--- config.mk ---
export PLATFORM = sky130hd
export DESIGN_NAME = rmii_byte_packager
export DESIGN_NICKNAME = d
export VERILOG_FILES = /design/src/hdl/rmii_pkg.sv /design/src/hdl/rmii_byte_packager.sv
export SDC_FILE = /design/constraint.sdc
export NUM_CORES = 1
export LEC_CHECK = 0
export ABC_AREA = 1
export BUFFER_PORTS_ARGS = -buffer_cell sky130_fd_sc_hd__buf_2
export CAP_MARGIN = 20
export CORE_MARGIN = 5
export CORE_UTILIZATION = 40
export CTS_BUF_LIST = sky130_fd_sc_hd__clkbuf_4 sky130_fd_sc_hd__clkbuf_8 sky130_fd_sc_hd__clkbuf_16
export DETAILED_ROUTE_END_ITERATION = 10
export SLEW_MARGIN = 5
export SYNTH_ARGS = -nofsm -noshare
export SYNTH_HDL_FRONTEND = slang
export SYNTH_SLANG_ARGS = --single-unit
--- constraint.sdc ---
create_clock -name clock -period 3.1 [get_ports clock]
set_clock_uncertainty 0.1 [all_clocks]
set_input_delay 0.62 -clock clock [delete_from_list [all_inputs] [get_ports clock]]
set_output_delay 0.62 -clock clock [all_outputs]
set_load 0.01 [all_outputs]
--- src/hdl/rmii_pkg.sv ---
package rmii_pkg;

    ////////////////////////////////////////////////////////////////////////////
    // Byte and register types
    ////////////////////////////////////////////////////////////////////////////

    typedef logic [1:0] dibit_t;

    // Byte as assembled from the RMII pins
    typedef struct packed {
        logic       last;
        logic       error;
        logic [7:0] data;
    } rx_byte_t;

    // Byte held in the receive slot and sent to the core
    typedef struct packed {
        logic       last;
        logic [7:0] data;
    } payload_byte_t;

    typedef logic [31:0] crc_t;

    ////////////////////////////////////////////////////////////////////////////
    // Frame constants
    ////////////////////////////////////////////////////////////////////////////

    localparam logic [7:0] PREAMBLE_BYTE = 8'h55;
    localparam logic [7:0] SFD_BYTE      = 8'hD5;

    // Reflected Ethernet CRC-32, no final inversion applied in hardware
    localparam crc_t CRC_INIT    = 32'hFFFF_FFFF;
    localparam crc_t CRC_POLY    = 32'hEDB8_8320;
    localparam crc_t CRC_RESIDUE = 32'hDEBB_20E3;

    // Counted after the delimiter, FCS included
    localparam int MIN_FRAME_BYTES = 64;
    localparam int MAX_FRAME_BYTES = 1522;

    localparam int FRAME_FIFO_DEPTH   = 2048;
    localparam int PAYLOAD_FIFO_DEPTH = 2048;

endpackage

--- src/hdl/rmii_byte_packager.sv ---
module rmii_byte_packager import rmii_pkg::*; (
    input  logic     clock,
    input  logic     rst_n,
    input  dibit_t   rmii_receive_data,
    input  logic     rmii_receive_data_enable,
    input  logic     rmii_receive_data_error,
    output rx_byte_t packaged_data,
    output logic     packaged_valid
);

    logic [7:0] shift_data;
    logic [1:0] dibit_count;
    logic       error_seen;
    logic [7:0] hold_data;
    logic       hold_error;
    logic       hold_valid;
    logic       partial_end;

    // Burst stopped in the middle of a byte
    assign partial_end = !rmii_receive_data_enable && (dibit_count != 2'd0);

    always_ff @(posedge clock) begin
        if (!rst_n) begin
            dibit_count <= 2'd0;
            error_seen  <= 1'b0;
            hold_valid  <= 1'b0;
        end else if (rmii_receive_data_enable) begin
            dibit_count <= dibit_count + 2'd1;
            hold_valid  <= (dibit_count == 2'd3);
            if (dibit_count == 2'd3) begin
                error_seen <= 1'b0;
            end else begin
                error_seen <= error_seen | rmii_receive_data_error;
            end
        end else begin
            dibit_count <= 2'd0;
            error_seen  <= 1'b0;
            hold_valid  <= 1'b0;
        end
    end

    // Least significant dibit arrives first
    always_ff @(posedge clock) begin
        if (rmii_receive_data_enable) begin
            shift_data <= {rmii_receive_data, shift_data[7:2]};
            if (dibit_count == 2'd3) begin
                hold_data  <= {rmii_receive_data, shift_data[7:2]};
                hold_error <= error_seen | rmii_receive_data_error;
            end
        end
    end

    // Enable seen one dibit after completion decides the last flag
    always_comb begin
        packaged_valid = hold_valid | partial_end;
        if (hold_valid) begin
            packaged_data.last  = !rmii_receive_data_enable;
            packaged_data.error = hold_error;
            packaged_data.data  = hold_data;
        end else begin
            packaged_data.last  = 1'b1;
            packaged_data.error = 1'b1;
            packaged_data.data  = shift_data;
        end
    end

endmodule

# --- After elaboration in Yosys (flattened, before gate mapping) ---
# Index checks and enable logic that the tools add are counted.
classes:
  div_mod_pow: 0
  n_reduce_logical: 6
  add_sub_neg: 1
  n_mux: 1
  bitwise_logic: 4
  mul: 0
  n_shift: 0
  n_eq_ne: 1
  magnitude_cmp: 0
op_table:
  columns: ["op", "n"]
  rows:
  - ["$mux 10", 1]
  - ["$reduce_and 2->1", 2]
  - ["$reduce_or 3->1", 1]
  - ["$add 2x1->2 const B", 1]
  - ["$eq 2x2->1 const B", 1]
  - ["$not 1->1", 2]
  - ["$or 1x1->1", 2]
  - ["$reduce_bool 2->1", 1]
  - ["$logic_and 1x1->1", 1]
  - ["$logic_not 1->1", 1]
word_totals:
  rom_bits: 0
  input_bits: 6
  n_memories: 0
  mem_bits_rw: 0
  reg_bits: 21
  latch_bits: 0

# --- Logic depth before layout (Yosys ltp) ---
# Gate-level depths: netlist of the first run.
logic_depth:
  word_depth: 3
  ltp_mapped: 4

# --- Worst setup path after synthesis of the first run ---
# Ideal clock, no wire load.
synth_path:
  kind: "input to output"
  start: "in rmii_receive_data_enable"
  end: "out packaged_valid"
  arrival_ns: 0.811
  stages: 1
  slack_ns: 1.569
  required_ns: 2.380
  cell_sequence: "o21ai_1"
synth_via:
  elab_chain_len: 3
synth_rtl:
  columns: ["item", "line_no", "rtl"]
  rows:
  - ["from (decl)", "rmii_byte_packager.sv:5", "input logic rmii_receive_data_enable,"]
  - ["$logic_not 1->1", "rmii_byte_packager.sv:20", "assign partial_end = !rmii_receive_data_enable && (dibit_count != 2'd0);"]
  - ["$logic_and 1x1->1", "rmii_byte_packager.sv:20", null]
  - ["$or 1x1->1", "rmii_byte_packager.sv:55", "packaged_valid = hold_valid | partial_end;"]
  - ["to (decl)", "rmii_byte_packager.sv:8", "output logic packaged_valid"]
# Every way passes these cells.

==> results_dict.tcl, run 1 <==
set metrics [dict create \
    start_kind "register" \
    slowest_stage "dfxtp_1" \
    crit_chain "inv_6 -> or2_1 -> buf_2" \
    start_util_pct 41.34 \
    hp-start "dibit_count[0]$_SDFF_PN0_" \
    relSlewSlack_pct 69.33 \
    share_comb_of_total_power_pct 6.0 \
    die_area_um2 2977 \
    vias 489 \
    cts_root_buffer "clkbuf_4" \
    drc_errors 0 \
    final_nets 94 \
    hpwl_um 835.4 \
    rsz0062_at_grt "no" \
    dp_slack_ps 1262 \
    cts_tree "yes" \
    drt_wl_total_um 1189 \
    syn-instance-count 66 \
    end_kind "output port" \
    worstSetupPathType "register to output port" \
    placed_area_um2 897.1 \
    fin_area_um2 927.1 \
    ys_ff_latch 21 \
    numCtsBuffers 3 \
    core.rowCount 16 \
    intPower_uw 386.4 \
    ant_nets 0 \
    antenna_found_initial 0 \
    worst_slew_pin_slew_ps 459.5 \
    layout_commonest_cell "nand2_1" \
    cts.clk_slew.worst_paths_ps 100 \
    io_pins 17 \
    postCtsHoldBufs 0 \
    nFillCells 201 \
    power.switching_uw 98.73 \
    core_area_um2 1922 \
    synth_top_family_by_area "simple AND/OR/NAND/NOR gates" \
    syn_avg_cell_area_um2 12.04 \
    drt_iter0_markers 4 \
    startpoint "hold_valid$_SDFF_PN0_" \
    worstPathArrival_ps 1360 \
    r2r-start "dibit_count[0]$_SDFF_PN0_" \
    grt_use_total_pct 9.700 \
    grt-ovfl-total 0 \
    clk_latency_ps 300 \
    ys_warn_count 0 \
    grt_pass1_vias 475 \
    cp_num_buf_inv 2 \
    hp-class "register to register" \
    p_leak_nw 0.3951 \
    synthMuxAreaShare_pct 0 \
    setup_viol 0 \
    port_buffers 16 \
    critPathMaxStageDelay_ps 620 \
    finalSetupTns_ps 0 \
    period_minus_slack_ps 2083 \
    cap_violations 0 \
    critical_path_required_ps 2380 \
    ys_types 11 \
    synth-xor-area-share_pct 0 \
    clock-sinks 21 \
    post-route-period-util_pct 67.21 \
    synthSimpleGateAreaFrac_pct 16.54 \
    synth_compound_area_share_pct 0.6299 \
    layout-drive-gt1-share_pct 24.71 \
    status "completed" \
    cts_setup_buffers 0 \
    gp_congestion 0.6618 \
    clock_path_buffers 2 \
    whs_ps 360.7 \
    power.share.switching_pct 20.35 \
    crit_family "flip-flops" \
    dieWidth_um 54.57 \
    power_frac_clock_pct 27.9 \
    htree_levels 1 \
    seq_area_frac_synth_pct 74.33 \
    fin_ws_ps 1017 \
    first_pass_iters 4 \
    viasPerCell 4.366 \
    slew_violations 0 \
    finalHoldViolations 0 \
    syn_to_final_growth_pct 16.69 \
    final_cell_mix "nand2_1, edfxtp_1, buf_2, inv_1, nor2_1" \
    dp_cells 108 \
    synth_nets 74 \
    syn_area_um2 794.5 \
    synth_fa_ha_area_share_pct 3.150 \
    power_density_nw_per_um2 523.3 \
    worst_ir_drop_vdd_mv 0.2486 \
    postCtsResizedCells 0 \
    pwr-share-seq_pct 66.1 \
    grt_max_degree 14 \
    crit_fanout 10 \
    antennaDiodeCount 0 \
    grt_pass1_wl_um 1932 \
    post_drt_wl_per_cell_um 10.62 \
    die_h_um 54.57 \
    layout.cells.non_filler 112 \
    fmax_mhz 480.0 \
]
==> area by class of cell <==
| class | instances | area (µm²) | share of cell area [%] |
|---|---|---|---|
| Tap cell | 27 | 33.78 | 3.644 |
| Sequential cell | 21 | 590.6 | 63.70 |
| Clock buffer | 4 | 30.03 | 3.239 |
| Timing Repair Buffer | 16 | 80.08 | 8.637 |
| Inverter | 7 | 31.28 | 3.374 |
| Multi-Input combinational cell | 37 | 161.4 | 17.41 |
==> metal layers <==
layer	GRT usage [%]	routed length, µm
met1	9.930	517
met5	0	0
met4	7.469	29
met3	2.452	65
met2	16.73	576
==> cells by family (layout without fill, tap and decap cells) <==
| logic type | after synthesis | after routing |
|---|---|---|
| flip-flops | 21 | 21 |
| AO/OA/AOI/OAI | 1 | 1 |
| adder cells (fa/ha/maj) | 2 | 2 |
| AND/OR/NAND/NOR | 34 | 34 |
| buffers and inverters | 8 | 27 |
==> worst paths after layout <==
| check | to | slack (ps) | cells after the start |
|---|---|---|---|
| worst max-delay path | packaged_data[8] | 1020 | 3 |
| worst min-delay path | dibit_count[0]$_SDFF_PN0_ | 360 | 1 |
| worst max register to register | hold_data[6]$_DFFE_PP_ | 1780 | 3 |
| worst min register to register | dibit_count[0]$_SDFF_PN0_ | 360 | 1 |
==> flip-flops by register name, indices dropped and copies added, names as in the netlist <==
signal       cells
dibit_count      2
error_seen       1
hold_data        8
hold_error       1
hold_valid       1
shift_data       8
==> metrics by stage <==
step                      utilization [%]  total power [mW]
after detailed placement            46.68            0.3570
after CTS                           48.24            0.4915
final                               48.24            0.4852
after floorplan                         -            0.3404
after global routing                48.24            0.5081
after global placement              46.68            0.3554
==> cell usage after synthesis, drive strengths merged <==
cell type  instances  share of area [%]
buf                1                1.4
dfxtp              4                 10
edfxtp            17                 64
ha                 2                3.1
inv                7                3.9
nand2             27                 13
nand3              1               0.63
nor2               5                2.4
o21ai              1               0.63
or2                1               0.79
==> power groups by stage <==
stage / Clock [mW] / Combinational (mW) / Sequential, mW
floorplan: 0 / 0.0149 / 0.326
global placement: 0 / 0.0290 / 0.326
detailed placement: 0 / 0.0297 / 0.327
CTS: 0.141 / 0.0299 / 0.321
global route: 0.153 / 0.0335 / 0.322
finish: 0.136 / 0.0289 / 0.321
==> worst reg2reg max path, stage by stage, from the launching register on <==
cell,delay (ps)
dfxtp_1,370
ha_1,180
nand2_1,60
inv_1,290
Power figures use the tool's default switching activity.
==> run 2: changes to the inputs <==
--- a/config.mk
+++ b/config.mk
@@ -5,7 +5,7 @@
 export SDC_FILE = /design/constraint.sdc
 export NUM_CORES = 1
 export LEC_CHECK = 0
-export ABC_AREA = 1
+export ABC_AREA = 0
 export BUFFER_PORTS_ARGS = -buffer_cell sky130_fd_sc_hd__buf_2
 export CAP_MARGIN = 20
 export CORE_MARGIN = 5
==> constraint.sdc (replaced) <==
create_clock -name clock -period 2 [get_ports clock]
set_clock_uncertainty 0.1 [all_clocks]
set_input_delay 0.4 -clock clock [delete_from_list [all_inputs] [get_ports clock]]
set_output_delay 0.4 -clock clock [all_outputs]
set_load 0.01 [all_outputs]
==> run 2 against run 1 <==
Compared with the run above: register-to-register slack got worse by 1200 ps; critical path depth is the same; sequential share of layout area fell by 2.4 points; synthesized cell count down 33%; critical path type unchanged; highest routed layer is now met3.
==> results_dict.tcl, run 2 <==
set metrics [dict create \
    status "completed" \
    cts_setup_buffers 0 \
    post-route-period-util_pct 87.28 \
    crit_chain "buf_4 -> mux2_1 -> buf_2" \
    hold_path_end "hold_data[7]$_DFFE_PP_" \
    ys_types 15 \
    syn_area_um2 808.3 \
    first_pass_iters 2 \
    finish.utilization_pct 49.61 \
    worst_ir_drop_vdd_mv 0.4406 \
    port_buffers 16 \
    fin_area_um2 963.4 \
    cts_root_buffer "clkbuf_4" \
    worst_slew_pin_slew_ps 437.8 \
    yosys.area.top_type "edfxtp_1" \
    synth_top_area_share_pct 63.16 \
    synth_edf_count 17 \
    use_met2_pct 14.76 \
    gp_congestion 0.6867 \
    met3_usage_pct 2.681 \
    drc_errors 0 \
    grt_max_degree 12 \
    fin_ws_ps 254.5 \
    worstSetupPathType "register to output port" \
    rsz0062_at_grt "no" \
    clock_path_buffers 2 \
    slowest_stage "dfxtp_1" \
    reg_top3 "hold_data x8, shift_data x8, dibit_count x2" \
    core.rowCount 16 \
    slew_violations 0 \
    antenna_found_initial 0 \
    ys_ff_latch 21 \
    power_density_nw_per_um2 781.6 \
    cap_violations 0 \
    synthTopCellsByCount "edfxtp_1, mux2_4, dfxtp_1" \
    end_kind "output port" \
    postCtsHoldBufs 0 \
    rrSetupSlack_ps 600 \
    vias 417 \
    start_kind "register" \
    clock-sinks 21 \
    critPathMaxStageDelay_ps 340 \
    r2r-start "dibit_count[0]$_SDFF_PN0_" \
    hold_depth 1 \
    seq_area_frac_synth_pct 73.07 \
    crit_family "flip-flops" \
    clk_latency_ps 290 \
    start_util_pct 41.62 \
    numCtsBuffers 3 \
    r2r_cells 2 \
    busiest_layer "met2" \
    yosysMostFrequentCell "edfxtp_1" \
    grt_pass1_wl_um 1890 \
    final_nets 75 \
    grt_pass1_vias 417 \
    synth_nets 52 \
    syn_to_final_growth_pct 19.20 \
    fmax_mhz 572.9 \
    yosys-top-cells-area "edfxtp_1, mux2_4, dfxtp_1, ha_1, and3_1" \
    die_h_um 54.95 \
    layout-drive-gt1-share_pct 45.45 \
    dp_slack_ps 554.2 \
    post_drt_wl_per_cell_um 12.02 \
    whs_ps 192.9 \
    grt_use_total_pct 9.060 \
    ys_warn_count 0 \
    nFillCells 184 \
    layout.cells.non_filler 93 \
    ant_nets 0 \
    antennaDiodeCount 0 \
    hpwl_um 843.6 \
    postCtsResizedCells 0 \
    hp-start "rmii_receive_data[1]" \
    dieWidth_um 54.95 \
    layout_commonest_cell "edfxtp_1" \
    finalSetupTns_ps 0 \
    p_leak_nw 0.3854 \
    dp_cells 89 \
    grt-ovfl-total 0 \
    cts_tree "yes" \
    relSlewSlack_pct 70.82 \
    core_area_um2 1942 \
    finalHoldViolations 0 \
    period_minus_slack_ps 1746 \
    drt_iter0_markers 3 \
    cts.clk_slew.worst_paths_ps 110 \
    cp_num_buf_inv 2 \
    p_total_uw 753.0 \
    syn-instance-count 44 \
    synthArstFlopShare_pct 0 \
    die_area_um2 3020 \
    htree_levels 1 \
    critical_path_required_ps 1500 \
    grtUsageMet1_pct 10.71 \
    hp-class "input port to register" \
    final_cell_mix "edfxtp_1, buf_2, mux2_4, clkbuf_4, dfxtp_1" \
    crit_fanout 5 \
    placed_area_um2 933.4 \
    setup_viol 0 \
    r2r-end "hold_data[1]$_DFFE_PP_" \
    io_pins 17 \
    synth_top_flop_cell "edfxtp_1" \
    syn_avg_cell_area_um2 18.37 \
    drt_wl_total_um 1118 \
    viasPerCell 4.484 \
    worstPathArrival_ps 1250 \
]
[run 2: kinds of logic (layout without fill, tap and decap cells)]
group           Yosys count  count (layout)  synth area share (%)
flops                    21              21                 73.07
simple gates              9               9                 6.193
mux                       8               8                 14.40
buf+inv                   3              25                 2.322
fa+ha+maj                 2               2                 3.095
compound gates            1               1                0.9291
[run 2: how the worst max path moves through the flow]
| stage | start | end | slack, ps | cells past startpoint |
|---|---|---|---|---|
| floorplan | hold_valid$_SDFF_PN0_ | packaged_data[1] | 700 | 2 |
| global placement | hold_valid$_SDFF_PN0_ | packaged_data[0] | 570 | 3 |
| detailed placement | rmii_receive_data_enable | hold_data[2]$_DFFE_PP_ | 550 | 2 |
| CTS | hold_valid$_SDFF_PN0_ | packaged_data[0] | 230 | 3 |
| global route | hold_valid$_SDFF_PN0_ | packaged_data[0] | 180 | 3 |
| finish | hold_valid$_SDFF_PN0_ | packaged_data[0] | 250 | 3 |
[run 2: layout make-up]
type	count	area (µm²)	share of cell area (%)
inverter	2	7.507	0.7792
sequential	21	590.6	61.30
multi-input combinational	20	198.9	20.65
tap	27	33.78	3.506
clock buffer	4	30.03	3.117
timing repair buffer	19	102.6	10.65
[run 2: metal layers]
metal / routed length, µm / up-vias / part of all wire (%)
li1: - / 205 / -
met1: 480 / 198 / 43
met2: 552 / 14 / 49
met3: 85 / 0 / 7.6
met4: 0 / 0 / 0
met5: 0 / - / 0
[run 2: power breakdown]
| group | internal [mW] | leakage, nW | switching, mW |
|---|---|---|---|
| Sequential | 0.489 | 0.192 | 0.00832 |
| Combinational | 0.0283 | 0.175 | 0.0223 |
| Clock | 0.0911 | 0.0184 | 0.114 |
==> run 3: changes to the inputs <==
--- a/config.mk
+++ b/config.mk
@@ -9,9 +9,10 @@
 export BUFFER_PORTS_ARGS = -buffer_cell sky130_fd_sc_hd__buf_2
 export CAP_MARGIN = 20
 export CORE_MARGIN = 5
-export CORE_UTILIZATION = 40
+export CORE_UTILIZATION = 41
 export CTS_BUF_LIST = sky130_fd_sc_hd__clkbuf_4 sky130_fd_sc_hd__clkbuf_8 sky130_fd_sc_hd__clkbuf_16
 export DETAILED_ROUTE_END_ITERATION = 10
+export SETUP_SLACK_MARGIN = 0.5
 export SLEW_MARGIN = 5
 export SYNTH_ARGS = -nofsm -noshare
 export SYNTH_HDL_FRONTEND = slang
==> run 3 against run 2 <==
Compared with the run above: fmax grew 0.59%; clock power is essentially flat; die area shrank 2.0%; sequential cell count is the same; combinational power grew 39%; count of clock-buffer cells in the layout is the same; critical path depth is the same; first-iteration DRC count grew to 5.3 times the previous value; routed wire length grew 14%; critical path type unchanged; largest cell class unchanged; sequential share of layout area shrank 5.9 points; cell count grew 3.2%.
==> results_dict.tcl, run 3 (synthesis results as in run 2) <==
set metrics [dict create \
    status "completed" \
    die_area_um2 2959 \
    start_kind "register" \
    post-route-period-util_pct 86.76 \
    ant_nets 0 \
    final_cell_mix "edfxtp_1, buf_6, mux2_4, buf_2, clkbuf_4" \
    die_h_um 54.40 \
    start_util_pct 42.06 \
    worstPathArrival_ps 1240 \
    end_kind "output port" \
    port_buffers 16 \
    core_area_um2 1922 \
    post_drt_wl_per_cell_um 13.29 \
    drt_iter0_markers 16 \
    dieWidth_um 54.40 \
    core.rowCount 16 \
    wl_met3_um 61 \
    fin_area_um2 1072 \
    cts_root_buffer "clkbuf_4" \
    drt_wl_total_um 1276 \
    viasPerCell 4.490 \
    reg_top3 "hold_data x8, shift_data x8, dibit_count x2" \
    grt-ovfl-total 0 \
    grt_max_degree 15 \
    io_pins 17 \
    drt-met1-wl_um 521 \
    p_total_uw 770.9 \
    rsz0062_at_grt "yes" \
    slew_violations 0 \
    finalSetupTns_ps 0 \
    antennaDiodeCount 0 \
    final_nets 78 \
    grt_pass1_wl_um 2056 \
    first_pass_iters 3 \
    cts.clk_slew.worst_paths_ps 100 \
    relSlewSlack_pct 81.44 \
    fmax_mhz 576.3 \
    layout.cells.non_filler 96 \
    layout-drive-gt1-share_pct 60.87 \
    clock-sinks 21 \
    syn_to_final_growth_pct 32.66 \
    placed_area_um2 918.4 \
    critical_path_required_ps 1500 \
    worst_ir_drop_vdd_mv 0.4488 \
    clock_path_buffers 2 \
    numCtsBuffers 3 \
    crit_fanout 5 \
    dp_slack_ps 421.1 \
    dr_wl_met2_um 675 \
    period_minus_slack_ps 1735 \
    grt_use_total_pct 9.971 \
    cts_tree "yes" \
    finalHoldViolations 0 \
    highest_layer "met4" \
    setup_viol 0 \
    vias 431 \
    postCtsHoldBufs 0 \
    power_density_nw_per_um2 718.9 \
    grt_pass1_vias 486 \
    p_leak_nw 0.4377 \
    worst_slew_pin_slew_ps 278.4 \
    layout_commonest_cell "edfxtp_1" \
    hp-class "input port to register" \
    htree_levels 1 \
    gp_congestion 0.6268 \
    worstSetupPathType "register to output port" \
    antenna_found_initial 0 \
    dp_cells 87 \
    clk_latency_ps 290 \
    fin_ws_ps 264.8 \
    drc_errors 0 \
    cap_violations 0 \
    nFillCells 180 \
]
run 3: where the power goes:
group	internal, mW	switching [mW]
clock network	0.0911	0.112
logic	0.0432	0.0271
registers	0.489	0.00815
total	0.624	0.147
run 3: worst max-delay path, cell delays in order (launching register included):
cell	delay [ps]
dfxtp_2	370
buf_6	140
mux2_4	300
buf_6	120
run 3: path summary, 6_finish.rpt:
check | start | end | slack (ps) | cells past startpoint
worst min register to register | shift_data[3]$_DFFE_PP_ | shift_data[1]$_DFFE_PP_ | 390 | 0
worst min-delay path | rmii_receive_data[0] | shift_data[6]$_DFFE_PP_ | 200 | 1
worst max register to register | dibit_count[1]$_SDFF_PN0_ | hold_data[3]$_DFFE_PP_ | 580 | 4
worst max-delay path | hold_valid$_SDFF_PN0_ | packaged_data[4] | 260 | 3
run 3: layout make-up:
cell class	instances	area, µm²	share of cell area [%]
sequential	21	594.3	55.43
multi-input combinational	20	214.0	19.95
timing repair buffer	22	192.7	17.97
tap	27	33.78	3.151
clock buffer	4	30.03	2.800
inverter	2	7.507	0.7001
run 3: through the flow:
| step | util (%) | hold slack [ps] |
|---|---|---|
| global placement | 47.79 | 332.1 |
| detailed placement | 47.79 | 342.2 |
| global route | 55.79 | 179.1 |
| CTS | 54.62 | 189.7 |
| floorplan | - | 317.3 |
| finish | 55.79 | 201.8 |
run 3: what timing repair did:
action                                  4_1_cts  5_1_grt
pin swaps                                     2        0
cloned                                        1        0
endpoints found under the setup margin       11       20
buffers inserted                              3        1
resized for setup                            19        4
run 3: routing by layer:
metal	up-vias	track usage (%)
met1	204	10.75
met5	-	0
li1	211	-
met4	0	4.979
met3	2	2.452
met2	14	17.93
