**src/hdl/rmii_pkg.sv**
```systemverilog
package rmii_pkg;

    ////////////////////////////////////////////////////////////////////////////
    // Byte and register types
    ////////////////////////////////////////////////////////////////////////////

    typedef logic [1:0] dibit_t;

    // Byte as assembled from the RMII pins
    typedef struct packed {
        logic       last;
        logic       error;
        logic [7:0] data;
    } rx_byte_t;

    // Byte held in the receive slot and sent to the core
    typedef struct packed {
        logic       last;
        logic [7:0] data;
    } payload_byte_t;

    typedef logic [31:0] crc_t;

    ////////////////////////////////////////////////////////////////////////////
    // Frame constants
    ////////////////////////////////////////////////////////////////////////////

    localparam logic [7:0] PREAMBLE_BYTE = 8'h55;
    localparam logic [7:0] SFD_BYTE      = 8'hD5;

    // Reflected Ethernet CRC-32, no final inversion applied in hardware
    localparam crc_t CRC_INIT    = 32'hFFFF_FFFF;
    localparam crc_t CRC_POLY    = 32'hEDB8_8320;
    localparam crc_t CRC_RESIDUE = 32'hDEBB_20E3;

    // Counted after the delimiter, FCS included
    localparam int MIN_FRAME_BYTES = 64;
    localparam int MAX_FRAME_BYTES = 1522;

    localparam int FRAME_FIFO_DEPTH   = 2048;
    localparam int PAYLOAD_FIFO_DEPTH = 2048;

endpackage

```
**src/hdl/frame_check_sequence_generator.sv**
```systemverilog
module frame_check_sequence_generator import rmii_pkg::*; (
    input  logic       clock,
    input  logic       rst_n,
    input  logic [7:0] crc_data,
    input  logic       crc_valid,
    input  logic       crc_last,
    output crc_t       crc_result,
    output logic       crc_result_valid
);

    crc_t crc_register;
    crc_t crc_next;

    // One byte through the reflected polynomial, LSB first
    function automatic crc_t crc_update(crc_t crc, logic [7:0] data);
        crc_t c;
        c = crc ^ {24'd0, data};
        for (int i = 0; i < 8; i++) begin
            if (c[0]) begin
                c = (c >> 1) ^ CRC_POLY;
            end else begin
                c = c >> 1;
            end
        end
        return c;
    endfunction

    assign crc_next = crc_update(crc_register, crc_data);

    always_ff @(posedge clock) begin
        if (!rst_n) begin
            crc_register     <= CRC_INIT;
            crc_result_valid <= 1'b0;
        end else begin
            crc_result_valid <= crc_valid && crc_last;
            if (crc_valid) begin
                // Start over for the next frame
                crc_register <= crc_last ? CRC_INIT : crc_next;
            end
        end
    end

    always_ff @(posedge clock) begin
        if (crc_valid && crc_last) begin
            crc_result <= crc_next;
        end
    end

endmodule

```
**config.mk**
```make
export PLATFORM = sky130hd
export DESIGN_NAME = frame_check_sequence_generator
export DESIGN_NICKNAME = d
export VERILOG_FILES = /design/src/hdl/rmii_pkg.sv /design/src/hdl/frame_check_sequence_generator.sv
export SDC_FILE = /design/constraint.sdc
export NUM_CORES = 1
export LEC_CHECK = 0
export BUFFER_PORTS_ARGS = -buffer_cell sky130_fd_sc_hd__buf_2
export CAP_MARGIN = 0
export CORE_UTILIZATION = 59
export CTS_BUF_LIST = sky130_fd_sc_hd__clkbuf_2
export DETAILED_ROUTE_END_ITERATION = 8
export GPL_ROUTABILITY_DRIVEN = 0
export PLACE_DENSITY = 0.82
export SETUP_SLACK_MARGIN = 0.5
export SLEW_MARGIN = 20
export SYNTH_ARGS = -nofsm -noshare
export SYNTH_HDL_FRONTEND = slang
export SYNTH_SLANG_ARGS = --single-unit
```
**constraint.sdc**
```tcl
create_clock -name clock -period 2 [get_ports clock]
set_input_delay 0.2 -clock clock [delete_from_list [all_inputs] [get_ports clock]]
set_output_delay 0.2 -clock clock [all_outputs]
set_load 0.005 [all_outputs]
```
* Word-level counts from Yosys, hierarchy flattened
Cells that the tools add are included.
** Word-level totals
- Register bits after elaboration :: 65
- Latch bits :: 0
- RAM bits :: 0
- Memory bits (read-only) :: 0
- Bits of input ports :: 12
- Output and inout port bits :: 33
- Logic and storage cells :: 22
- Memories kept :: 0
** Operators by class
- Add/sub/neg operators :: 0
- $mul :: 0
- Divide/modulo/power cells :: 0
- Order comparisons :: 0
- Equal/unequal tests :: 0
- Shift operators :: 0
- Multiplexer cells :: 9
- Bitwise operators :: 9
- Reduce and logical (&&, ||, !) cells :: 1
** Operators with widths (number)
- $mux 32 :: 9
- $not 13->14 :: 8
- $xor 32x8->32 :: 1
- $logic_and 1x1->1 :: 1

* Longest topological paths before layout
Gate-level depths: netlist (run 1).
- Depth in word-level cells :: 18
- Depth in mapped cells :: 6
- Mapped depth without buffers :: 5

* Least setup slack after synthesis (run 1)
Ideal clock, no wire load.
- Path type :: register -> register
- From :: register crc_register[6]
- To :: register crc_register[25]
- Data arrival time :: 1645 ps
- Setup slack :: 235 ps
- Cell stages (with the launch flop) :: 5
- Clock period less this slack :: 1765 ps
- Cell sequence :: dfxtp_1 -> xnor2_4 -> xor3_1 -> xor2_1 -> o31a_1
** Between the ends
- Longest elaborated chain between the ends :: 11
** Ends and longest elaborated chain
- start: declaration :: line frame_check_sequence_generator.sv:11 : crc_t crc_register;
- start signal: assignment :: line frame_check_sequence_generator.sv:38 : crc_register <= crc_last ? CRC_INIT : crc_next;
- $xor 32x8->32 (*) :: line frame_check_sequence_generator.sv:17 : c = crc ^ {24'd0, data};
- $not 13->14 (no line)
- $mux 32 (*) (8 in series) :: line frame_check_sequence_generator.sv:19 : if (c[0]) begin
- via crc_next[25] :: line frame_check_sequence_generator.sv:12 : crc_t crc_next;
- $mux 32 (*) :: line frame_check_sequence_generator.sv:38
Mark *: on every way through the listed nets, which the timed path passes. The rest lies on a longest branch.
A chain may end at the register's enable or synchronous reset.

* Worst setup path in the final report (run 1)
- From :: register crc_register[3]
- To :: register crc_register[26]
** Between the ends
- Longest elaborated chain between the ends :: 13
** Ends and longest elaborated chain (line)
- $xor 32x8->32 (*) :: frame_check_sequence_generator.sv:17
- $mux 32 (*) (4 in series) :: frame_check_sequence_generator.sv:19
- $not 13->14 (no line)
- $mux 32 (*) (2 in series) :: frame_check_sequence_generator.sv:19
- $not 13->14 (no line)
- $mux 32 (*) :: frame_check_sequence_generator.sv:19
- $not 13->14 (no line)
- $mux 32 (*) :: frame_check_sequence_generator.sv:19
- via crc_next[26] :: frame_check_sequence_generator.sv:12
- $mux 32 (*) :: frame_check_sequence_generator.sv:38
Marked as above.

==> out/results.env, run 1 <==
WORST_HOLD_PATH_STARTPOINT='crc_valid'
DPL.CELL_COUNT=345
CLK_ROOT_BUFFER_CELL='sky130_fd_sc_hd__clkbuf_2'
SETUP_REPAIR_AFTER_GLOBAL_ROUTING_MISSED_ITS_MARGIN='yes'
TOTAL_DETAILED_ROUTING_WIRELENGTH_UM=10400
PATH_CLASS_OF_THE_LOWEST_SLACK_MIN_DELAY_PATH='in2reg'
CLKSINKCOUNT=65
VDD_IR_DROP_MAX_uV=1300
FP.DIEH_UM=72.9
SYNTH_COMMON_CELLS='42 x sky130_fd_sc_hd__xnor2_1, 33 x sky130_fd_sc_hd__dfxtp_1, 32 x sky130_fd_sc_hd__edfxtp_1, 32 x sky130_fd_sc_hd__nor2_1, 16 x sky130_fd_sc_hd__o21ai_0'
OVERFLOW=0
FINAL-MAX-SLEW-VIOLATION-COUNT=0
SETUP.WORST_PATH.START_CLASS='flop'
SYNTHARSTFLOPSHARE_PCT=0
SYNTH_LARGEST_AREA_CELL='sky130_fd_sc_hd__edfxtp_1'
SYNTH_AREA_PER_CELL_UM2=12.7
CLOCK_LATENCY_NS=0.49
PLACE.PORT_BUFFERS=44
SYNTH.AREA.TOP_CELLS='sky130_fd_sc_hd__edfxtp_1 32%, sky130_fd_sc_hd__dfxtp_1 22%, sky130_fd_sc_hd__xnor2_1 12%'
WORSTMARGINPINSLEW_NS=0.761
DRCVIOLATIONCOUNT=0
CRITICAL_PATH_PEAK_FANOUT=3
FIRST_ITER_VIOLATIONS=270
H-TREE-DEPTH=3
CORE_REGION_AREA_MM2=0.00479
R2R_START='crc_register[3]$_SDFFE_PN1P_'
SYNTHDOMINANTCELLAREASHARE_PCT=32.4
M1WIRELENGTH_UM=3700
DRV_CAP=0
STARTPOINT='crc_register[3]$_SDFFE_PN1P_'
GRT_START_MAX_NET_PINS=33
CP_DATA_REQUIRED_TIME_NS=2.39
TIMING.SLEW.HEADROOM_PCT=49.3
SYNTH_CELLS=233
FLOORPLAN.INITIALDENSITY_PCT=62.0
SYNTH.NET_COUNT=245
FINAL.SETUP.TNS_NS=0
LAYOUT.CELLS.NON_FILLER=407
PWR_DENSITY_CELL_mW_PER_MM2=1570
NUMBER_OF_DISTINCT_STANDARD_CELLS_REFERENCED_BY_THE_SYNTHESIZED_NETLIST=26
HOLD_SLACK_NS=0.207
PATH_CLASS='reg2reg'
ENDPOINT_KIND='flop'
GRT_FIRST_PASS_WIRELENGTH_UM=10900
NUM_ROWS=25
REGTOREGSETUPSLACK_NS=0.16
POWER.LEAKAGE_nW=1.84
LAYOUT_NETS=346
SYNTH_SEQ_CELLS=65
GRT_ANTENNA_BEFORE_REPAIR=1
LAYOUT-AREA-OVERHEAD-VS-SYNTH_PCT=50.3
HIGHEST-SIGNAL-LAYER='met4'
WORST_HOLD_PATH.NUM_CELLS=4
DP.FINAL_HPWL_UM=4000
CTS_TREE='yes'
DETAILROUTE.WIRELENGTH.MET2_UM=5200
PREDOMINANT_POST_SYNTHESIS_FLOP_CELL='sky130_fd_sc_hd__dfxtp_1'
PERIOD_MINUS_SLACK_NS=1.84
VIA_PER_INST=5.97
SYNTH_ENABLE_FLOP_CELLS=32
MET3WIRELENGTH_UM=820
AVGROUTEDWIREPERCELL_UM=25.6
FIN_WORST_SKEW_NS=0.0236
NUMBER_OF_GLOBAL_ROUTE_VIAS_BEFORE_REPAIR=2044
UPPER_CLOCK_FREQUENCY_LIMIT_MHz=544
TIMING.REG2REG.WORST_PATH_DEPTH=7
POST_ROUTE_CELLS_DRIVE_ABOVE_1_SHARE_PCT=55.5
YS_SEQ_AREA_SHARE_PCT=54.6
CTS_INSERTED_BUFFERS=9
CRIT_ARRIVAL_NS=2.23
TIMING.FINAL.SETUP_VIOLATIONS=0
POST_SYNTH_INSTANCE_AREA_MM2=0.00297
FINALCRITPERIODSHARE_PCT=91.9
WORST_SETUP_HOLD_PATH_CLK_SLEW_NS=0.21
CTS-ROOT-TO-SINK-BUFFERS=2
GLOBALROUTETOTALUTIL_PCT=29.3
DIE_WIDTH_UM=72.9
FINAL_HOLD_VIOS=0
FP.DIEAREA_MM2=0.00532
YOSYS.CELL_COUNT.TOP_TYPE='sky130_fd_sc_hd__xnor2_1'
DRT_FIRST_PASS_ITERS=5
ANTENNA_LEFT=0
IOPINCOUNT=45
OUTCOME='completed'
ROUTE.VIAS.TOTAL=2428
YS.WARNINGS.COUNT=0
==> sequential cells by signal, summed over array words and instances, names as in the netlist <==
register          flops
crc_result           32
crc_register         32
crc_result_valid      1
==> cells in the final DEF, fill, tap and decap left out, types with 2 or more instances in the layout <==
cell	instances
sky130_fd_sc_hd__a21oi_1	11
sky130_fd_sc_hd__xnor2_1	13
sky130_fd_sc_hd__xnor2_4	24
sky130_fd_sc_hd__or3_1	3
sky130_fd_sc_hd__buf_12	9
sky130_fd_sc_hd__nand2_1	5
sky130_fd_sc_hd__buf_4	26
sky130_fd_sc_hd__buf_2	44
sky130_fd_sc_hd__dfxtp_4	8
sky130_fd_sc_hd__buf_6	18
sky130_fd_sc_hd__clkinv_2	3
sky130_fd_sc_hd__edfxtp_1	32
sky130_fd_sc_hd__a21bo_2	9
sky130_fd_sc_hd__xor2_2	6
sky130_fd_sc_hd__xor2_1	3
sky130_fd_sc_hd__o21ai_0	8
sky130_fd_sc_hd__nor2_4	2
sky130_fd_sc_hd__nor2_1	30
sky130_fd_sc_hd__inv_1	3
sky130_fd_sc_hd__dlygate4sd3_1	2
sky130_fd_sc_hd__clkbuf_2	12
sky130_fd_sc_hd__xor2_4	3
sky130_fd_sc_hd__xnor2_2	18
sky130_fd_sc_hd__o31a_1	4
sky130_fd_sc_hd__o21ai_1	9
sky130_fd_sc_hd__dfxtp_1	25
==> power by group <==
group	internal (W)	total, W	leakage, nW	switching (W)
Clock	0.000173	0.000683	0.0617	0.000510
Combinational	0.00222	0.00416	1.20	0.00194
Sequential	0.00192	0.00215	0.573	0.000233
==> layout make-up <==
cell class	count	area [um^2]
antenna	1	2.50
clock buffer	12	60.1
clock inverter	4	22.5
fill	138	324
inverter	3	11.3
multi-input combinational	155	1800
sequential	65	1650
tap	67	83.8
timing repair buffer	100	833
==> routing by layer <==
| metal | track usage [%] | up-vias |
|---|---|---|
| met3 | 6.22 | 61 |
| met1 | 37.3 | 1190 |
| met5 | 0 | - |
| met4 | 12.2 | 0 |
| met2 | 48.7 | 191 |
| li1 | - | 986 |
==> worst paths after layout <==
kind / endpoint
max reg2reg: crc_register[26]$_SDFFE_PN1P_
min reg2reg: crc_register[9]$_SDFFE_PN1P_
min: crc_register[7]$_SDFFE_PN1P_
max: crc_register[26]$_SDFFE_PN1P_
==> worst max-delay path: stages (launching register included) <==
cell and delay (ns):
sky130_fd_sc_hd__dfxtp_4 0.40, sky130_fd_sc_hd__xnor2_4 0.21, sky130_fd_sc_hd__buf_12 0.15, sky130_fd_sc_hd__xnor2_4 0.09, sky130_fd_sc_hd__buf_4 0.15, sky130_fd_sc_hd__xnor2_1 0.33
sky130_fd_sc_hd__xnor2_2 0.14, sky130_fd_sc_hd__o31a_1 0.27
==> what timing repair did <==
action / CTS / global route
setup endpoints to repair: 40 / 45
gates resized for setup: 34 / 58
endpoints found under the hold margin: 1 / 0
hold buffers: 2 / 0
setup buffers: 23 / 20
pin swaps: 24 / 38
==> cells by family after synthesis <==
| group | synth area share, % |
|---|---|
| xor gates and xnor gates | 27.3 |
| AOI/OAI and AO/OA | 9.27 |
| DFF | 54.6 |
| buffers and inverters | 2.66 |
| and+or+nand+nor | 6.20 |
==> through the flow <==
stage          util [%]  power [W]  instance area, um^2  worst slack, ns
5_1_grt            93.2    0.00717                 4460           0.0874
6_report           93.2    0.00699                 4460            0.161
4_1_cts            81.6    0.00547                 3910            0.325
2_1_floorplan         -    0.00361                 3060            0.326
3_5_place_dp       70.9    0.00420                 3390            0.229
3_3_place_gp       70.9    0.00416                 3390            0.270
No activity file was read; power rests on OpenSTA's default activity.
==> run 2, diff against run 1 <==
--- a/config.mk
+++ b/config.mk
@@ -12,7 +12,7 @@
 export DETAILED_ROUTE_END_ITERATION = 8
 export GPL_ROUTABILITY_DRIVEN = 0
 export PLACE_DENSITY = 0.82
-export SETUP_SLACK_MARGIN = 0.5
+export SETUP_SLACK_MARGIN = 0.15
 export SLEW_MARGIN = 20
 export SYNTH_ARGS = -nofsm -noshare
 export SYNTH_HDL_FRONTEND = slang
==> run 2 against run 1 <==
First-iteration DRC count shrank 56%. Combinational power shrank 48%. Routed wire length shrank 42%. Hold slack lost 0.14 ns. Highest routed layer unchanged. Critical path depth shrank 3. Non-clock buffer count shrank 37. Worst setup slack lost 0.0024 ns. Clock skew shrank 0.0078 ns. Fmax shrank 0.13%. Critical path type unchanged. Cell area shrank 21%.
==> out/results.env, run 2 (synthesis gave the netlist of run 1 again) <==
OUTCOME='completed'
MULTI_INPUT_COMB_AREA_MM2=0.00134  # -25%
DESIGN_AREA_MM2=0.00354  # -21%
FIN_WORST_SKEW_NS=0.0158  # -0.00780 ns
FIRST_ITER_VIOLATIONS=119  # -56%
WORST_HOLD_PATH.NUM_CELLS=2  # -2
WORST_SLACK_NS=0.159  # -0.00242 ns
CTS_INSERTED_BUFFERS=9  # unchanged
VIA_PER_INST=5.17  # -13%
FIN_TOTAL_PWR_W=0.00500  # -29%
OVERFLOW=0  # unchanged
CP_DATA_REQUIRED_TIME_NS=2.40  # about the same
TOTAL_DETAILED_ROUTING_WIRELENGTH_UM=6080  # -42%
SEQCELLAREA_MM2=0.00162  # -1.8%
CTS_TREE='yes'
GRT_ANTENNA_BEFORE_REPAIR=0  # -1
FINAL_HOLD_VIOS=0  # unchanged
UPPER_CLOCK_FREQUENCY_LIMIT_MHz=543  # -0.13%
ANTENNA_LEFT=0  # unchanged
CP_CELL_SEQUENCE='xnor2_4 > xor3_2 > xor2_1 > o31a_1'
POST_ROUTE_CELLS_DRIVE_ABOVE_1_SHARE_PCT=35.1  # -20 points
NUMBER_OF_GLOBAL_ROUTE_VIAS_BEFORE_REPAIR=1837  # -10%
SETUP_REPAIR_AFTER_GLOBAL_ROUTING_MISSED_ITS_MARGIN='no'
DRT_FIRST_PASS_ITERS=4  # -1
PLACEMENT.CELL_AREA_MM2=0.00328  # -3.4%
ENDPOINT_KIND='flop'
ANTENNA_CELLS_INSERTED=0  # -1
CLK_ROOT_BUFFER_CELL='sky130_fd_sc_hd__clkbuf_2'
GRT_START_MAX_NET_PINS=20  # -39%
MOSTFREQUENTLAYOUTCELL='sky130_fd_sc_hd__buf_2'
CRITICAL_PATH.MAX_STAGE_DELAY_NS=0.49  # +0.09 ns
TIMING.SLEW.HEADROOM_PCT=71.0  # +22 points
DIE_WIDTH_UM=72.9  # unchanged
DRCVIOLATIONCOUNT=0  # unchanged
WORSTMARGINPINSLEW_NS=0.432  # -0.329 ns
LAYOUT_NETS=309  # -11%
SETUP.WORST_PATH.START_CLASS='flop'
PERIOD_MINUS_SLACK_NS=1.84  # +0.00242 ns
PATH_CLASS_OF_THE_LOWEST_SLACK_MIN_DELAY_PATH='in2reg'
MOSTFREQUENTLAYOUTCELLS='44 x sky130_fd_sc_hd__buf_2, 40 x sky130_fd_sc_hd__xnor2_1, 33 x sky130_fd_sc_hd__dfxtp_1'
H-TREE-DEPTH=3  # unchanged
TIMING.FINAL.SETUP_VIOLATIONS=0  # unchanged
GRT_FIRST_PASS_WIRELENGTH_UM=9470  # -13%
AVGROUTEDWIREPERCELL_UM=16.5  # -36%
ROUTE.VIAS.TOTAL=1909  # -21%
TIMING.REG2REG.WORST_PATH_DEPTH=4  # -3
CORE_REGION_AREA_MM2=0.00479  # unchanged
FINAL-MAX-SLEW-VIOLATION-COUNT=0  # unchanged
VDD_IR_DROP_MAX_uV=824  # -37%
FILLER_CELL_COUNT=325  # +140%
NUM_ROWS=25  # unchanged
CRITICAL_PATH_PEAK_FANOUT=5  # +2
IOPINCOUNT=45  # unchanged
PLACE_WS_NS=0.0211  # -0.208 ns
CLOCK_LATENCY_NS=0.50  # about the same
CRIT_ARRIVAL_NS=2.24  # about the same
WORST_SETUP_HOLD_PATH_CLK_SLEW_NS=0.15  # -0.06 ns
GLOBALROUTETOTALUTIL_PCT=25.0  # -4.3 points
FINALCRITPERIODSHARE_PCT=92.1  # +0.12 points
PLACE.PORT_BUFFERS=44  # unchanged
PWR_DENSITY_CELL_mW_PER_MM2=1410  # -10%
POWER.LEAKAGE_nW=1.41  # -23%
HOLD_SLACK_NS=0.0673  # -0.140 ns
PATH_CLASS='reg2reg'
CTS-ROOT-TO-SINK-BUFFERS=2  # unchanged
DRV_CAP=0  # unchanged
DP.FINAL_HPWL_UM=3930  # -1.9%
FLOORPLAN.INITIALDENSITY_PCT=62.0  # unchanged
CLKSINKCOUNT=65  # unchanged
FP.DIEH_UM=72.9  # unchanged
SLOWEST_STAGE='sky130_fd_sc_hd__xor3_2'
FINAL.SETUP.TNS_NS=0  # unchanged
LAYOUT-AREA-OVERHEAD-VS-SYNTH_PCT=19.3
LARGESTREGISTERS='crc_register (32), crc_result (32), crc_result_valid (1)'
FP.DIEAREA_MM2=0.00532  # unchanged
-- run 2: cell types whose count changed in the layout (fill, tap and decap cells not counted), sizes merged --
| cell | change |
|---|---|
| buf | -37 |
| bufinv | +1 |
| clkinvlp | -1 |
| diode | -1 |
-- run 2: critical path, delay by kind of cell, from the launching register on --
family	cells	cell delay, ns
compound gates	1	0.29
flops	1	0.39
xor+xnor	3	1.07
-- run 2: metrics by stage --
stage,cells,util (%)
after floorplan,233,-
after global placement,344,68.5
after detailed placement,344,68.5
after CTS,364,72.4
after global routing,369,74.0
final,369,74.0
-- run 2: worst paths after layout --
path / startpoint / endpoint / slack (ns)
max: crc_register[5]$_SDFFE_PN1P_ / crc_register[25]$_SDFFE_PN1P_ / 0.16
min: crc_valid / crc_register[5]$_SDFFE_PN1P_ / 0.07
max reg2reg: crc_register[5]$_SDFFE_PN1P_ / crc_register[25]$_SDFFE_PN1P_ / 0.16
min reg2reg: crc_register[15]$_SDFFE_PN1P_ / crc_register[15]$_SDFFE_PN1P_ / 0.52
-- run 2: timing repair --
item                                    CTS  global route
endpoints found under the setup margin    8            11
hold endpoints to repair                  1             0
gates resized for setup                   4             4
pin swaps                                 1             2
setup buffers                             2             5
gates cloned                              0             0
hold buffers                              2             0
-- run 2: final cells by class --
class,instances,area share [%]
Sequential cell,65,45.8
Timing Repair Buffer,63,10.7
Clock buffer,12,1.70
Clock inverter,4,1.24
Multi-Input combinational cell,155,37.9
Tap cell,67,2.37
Inverter,3,0.318
-- run 2: metal layers --
layer	wire length (um)	share of wire (%)	track usage [%]	vias up
li1	-	-	-	908
met1	2670	44	33.4	933
met2	3020	50	40.0	54
met3	224	3.7	4.28	14
met4	163	2.7	11.8	0
met5	0	0	0	-
-- run 2: where the power goes --
part | leakage (nW) | internal (W) | total, W | switching [W]
clock network | 0.0734 | 0.000297 | 0.000758 | 0.000460
logic | 0.767 | 0.00105 | 0.00218 | 0.00113
registers | 0.573 | 0.00190 | 0.00206 | 0.000159
total | 1.41 | 0.00325 | 0.00500 | 0.00175
==> run 3, diff against run 2 <==
--- a/config.mk
+++ b/config.mk
@@ -12,6 +12,7 @@
 export DETAILED_ROUTE_END_ITERATION = 8
 export GPL_ROUTABILITY_DRIVEN = 0
 export PLACE_DENSITY = 0.82
+export RECOVER_POWER = 100
 export SETUP_SLACK_MARGIN = 0.15
 export SLEW_MARGIN = 20
 export SYNTH_ARGS = -nofsm -noshare
==> run 3 against run 2 <==
Worst setup slack worse by 0.0031 ns. Largest power group unchanged. Hold slack better by 0.0049 ns. Sequential share of layout area increased by 1.2 points. Sequential power barely moved. Power down 2.1%. Routed wire length rose by 0.12%. Clock skew fell by 0.00099 ns. Critical path type unchanged. First-iteration DRC count is 14% higher.
==> out/results.env, run 3 (synthesis gave the netlist of run 1 again) <==
OUTCOME='completed'
VDD_IR_DROP_MAX_uV=769  # -6.7%
CTS_TREE='yes'
GRT_USE_MET3_PCT=4.28  # unchanged
PERIOD_MINUS_SLACK_NS=1.84  # +0.00312 ns
MOSTFREQUENTLAYOUTCELL='sky130_fd_sc_hd__xnor2_1'
DIE_WIDTH_UM=72.9  # unchanged
SETUP_REPAIR_AFTER_GLOBAL_ROUTING_MISSED_ITS_MARGIN='no'
AVGROUTEDWIREPERCELL_UM=16.5  # +0.12%
DRV_CAP=0  # unchanged
DRCVIOLATIONCOUNT=0  # unchanged
ROUTE.VIAS.TOTAL=1919  # +0.52%
NUM_ROWS=25  # unchanged
WORST_HOLD_PATH_STARTPOINT='crc_valid'
ENDPOINT_KIND='flop'
PATH_CLASS='reg2reg'
CTS-ROOT-TO-SINK-BUFFERS=2  # unchanged
GRTUSAGEMET1_PCT=33.4  # unchanged
PWR_DENSITY_CELL_mW_PER_MM2=1420  # +0.38%
POWER.LEAKAGE_nW=1.32  # -6.4%
WORST_HOLD_PATH.NUM_CELLS=2  # unchanged
ANTENNA_CELLS_INSERTED=0  # unchanged
R2R_START='crc_register[5]$_SDFFE_PN1P_'
GRT_ANTENNA_BEFORE_REPAIR=0  # unchanged
FIRST_ITER_VIOLATIONS=136  # +14%
VIA_PER_INST=5.20  # +0.52%
H-TREE-DEPTH=3  # unchanged
FIN_WORST_SKEW_NS=0.0148  # -0.000992 ns
DRT_FIRST_PASS_ITERS=8  # +4
REGTOREGSETUPSLACK_NS=0.16  # about the same
WORST_SLACK_NS=0.156  # -0.00312 ns
TIMING.FINAL.SETUP_VIOLATIONS=0  # unchanged
GRT-BUSIEST-LAYER='met2'
LAYOUT.CELLS.NON_FILLER=369  # unchanged
DPL.CELL_COUNT=344  # unchanged
FINALCRITPERIODSHARE_PCT=92.2  # +0.16 points
CRIT_ARRIVAL_NS=2.24  # about the same
TIMING.HOLD.WORST_ENDPOINT='crc_register[5]$_SDFFE_PN1P_'
WORSTMARGINPINSLEW_NS=1.03  # +0.594 ns
CLK_ROOT_BUFFER_CELL='sky130_fd_sc_hd__clkbuf_2'
CRIT-REG2REG-CAPTURE='crc_register[25]$_SDFFE_PN1P_'
NUMBER_OF_GLOBAL_ROUTE_VIAS_BEFORE_REPAIR=1837  # unchanged
IOPINCOUNT=45  # unchanged
MOSTFREQUENTLAYOUTCELLS='44 x sky130_fd_sc_hd__xnor2_1, 33 x sky130_fd_sc_hd__dfxtp_1, 32 x sky130_fd_sc_hd__nor2_1, 32 x sky130_fd_sc_hd__edfxtp_1, 28 x sky130_fd_sc_hd__buf_2'
FP.DIEH_UM=72.9  # unchanged
GRT_START_MAX_NET_PINS=20  # unchanged
PATH_CLASS_OF_THE_LOWEST_SLACK_MIN_DELAY_PATH='in2reg'
TOTAL_DETAILED_ROUTING_WIRELENGTH_UM=6090  # +0.12%
SETUP.WORST_PATH.START_CLASS='flop'
CLKSINKCOUNT=65  # unchanged
TIMING.REG2REG.WORST_PATH_DEPTH=4  # unchanged
CTS_INSERTED_BUFFERS=9  # unchanged
DP.FINAL_HPWL_UM=3930  # unchanged
LAYOUT_NETS=309  # unchanged
LARGESTREGISTERS='crc_register (32), crc_result (32), crc_result_valid (1)'
PLACE.PORT_BUFFERS=44  # unchanged
OVERFLOW=0  # unchanged
FP.DIEAREA_MM2=0.00532  # unchanged
ANTENNA_LEFT=0  # unchanged
FINAL_HOLD_VIOS=0  # unchanged
TIMING.SLEW.HEADROOM_PCT=31.6  # -39 points
FINAL.SETUP.TNS_NS=0  # unchanged
CORE_REGION_AREA_MM2=0.00479  # unchanged
FINAL-MAX-SLEW-VIOLATION-COUNT=0  # unchanged
CRITICAL_PATH_PEAK_FANOUT=5  # unchanged
PLACE_WS_NS=0.0211  # unchanged
FILLER_CELL_COUNT=352  # +8.3%
GRTUSAGEMET2_PCT=40.0  # unchanged
FLOORPLAN.INITIALDENSITY_PCT=62.0  # unchanged
POST_ROUTE_CELLS_DRIVE_ABOVE_1_SHARE_PCT=26.2  # -8.9 points
CLOCK_LATENCY_NS=0.50  # about the same
WORST_SETUP_HOLD_PATH_CLK_SLEW_NS=0.15  # about the same
GLOBALROUTETOTALUTIL_PCT=25.0  # unchanged
CP_DATA_REQUIRED_TIME_NS=2.40  # about the same
UPPER_CLOCK_FREQUENCY_LIMIT_MHz=542  # -0.17%
GRT_FIRST_PASS_WIRELENGTH_UM=9470  # unchanged
LAYOUT-AREA-OVERHEAD-VS-SYNTH_PCT=16.3
## run 3: worst max-delay path by stage
stage                     depth (start not counted)                             to                    startpoint  slack [ns]
after detailed placement                          4  crc_register[25]$_SDFFE_PN1P_  crc_register[6]$_SDFFE_PN1P_        0.02
final                                             4  crc_register[25]$_SDFFE_PN1P_  crc_register[5]$_SDFFE_PN1P_        0.16
after CTS                                         5  crc_register[27]$_SDFFE_PN1P_  crc_register[4]$_SDFFE_PN1P_        0.16
after global routing                              6  crc_register[22]$_SDFFE_PN1P_  crc_register[3]$_SDFFE_PN1P_        0.09
after global placement                            4  crc_register[25]$_SDFFE_PN1P_  crc_register[6]$_SDFFE_PN1P_        0.06
after floorplan                                   4  crc_register[25]$_SDFFE_PN1P_  crc_register[6]$_SDFFE_PN1P_        0.24
## run 3: layer usage
metal | up-vias | share of wire, %
li1 | 912 | -
met1 | 924 | 43
met2 | 71 | 50
met3 | 12 | 5.4
met4 | 0 | 2.3
met5 | - | 0
## run 3: timing repair
item,CTS,global route
hold endpoints to repair,1,0
resized for setup,4,4
pin swaps,1,2
hold buffers,2,0
setup buffers,2,5
endpoints found under the setup margin,8,11
## run 3: where the power goes
group	leakage [nW]	switching (W)	internal, W
sequential	0.573	0.000159	0.00190
clock	0.0734	0.000460	0.000297
combinational	0.677	0.00111	0.000961
## run 3: worst max-delay path, stage by stage, from the launching register on
cell,delay [ns]
sky130_fd_sc_hd__dfxtp_1,0.39
sky130_fd_sc_hd__xnor2_4,0.36
sky130_fd_sc_hd__xor3_1,0.49
sky130_fd_sc_hd__xor2_1,0.22
sky130_fd_sc_hd__o31a_1,0.29
## run 3: area by class of cell
class / count / area, um^2 / share of cell area, %
clock buffers: 12 / 60.1 / 1.74
clock inverters: 4 / 43.8 / 1.27
flip-flops and latches: 65 / 1620 / 47.0
well taps: 67 / 83.8 / 2.43
inverters: 3 / 11.3 / 0.326
repair buffers: 63 / 342 / 9.89
multi-input cells: 155 / 1290 / 37.4
## run 3: per-stage QoR
| stage | total power [W] | util [%] | area (um^2) | hold slack, ns |
|---|---|---|---|---|
| global route | 0.00516 | 72.2 | 3450 | 0.0483 |
| global placement | 0.00405 | 68.5 | 3280 | 0.453 |
| floorplan | 0.00354 | - | 2970 | 0.353 |
| CTS | 0.00488 | 72.4 | 3460 | 0.0533 |
| finish | 0.00489 | 72.2 | 3450 | 0.0722 |
| detailed placement | 0.00409 | 68.5 | 3280 | 0.463 |
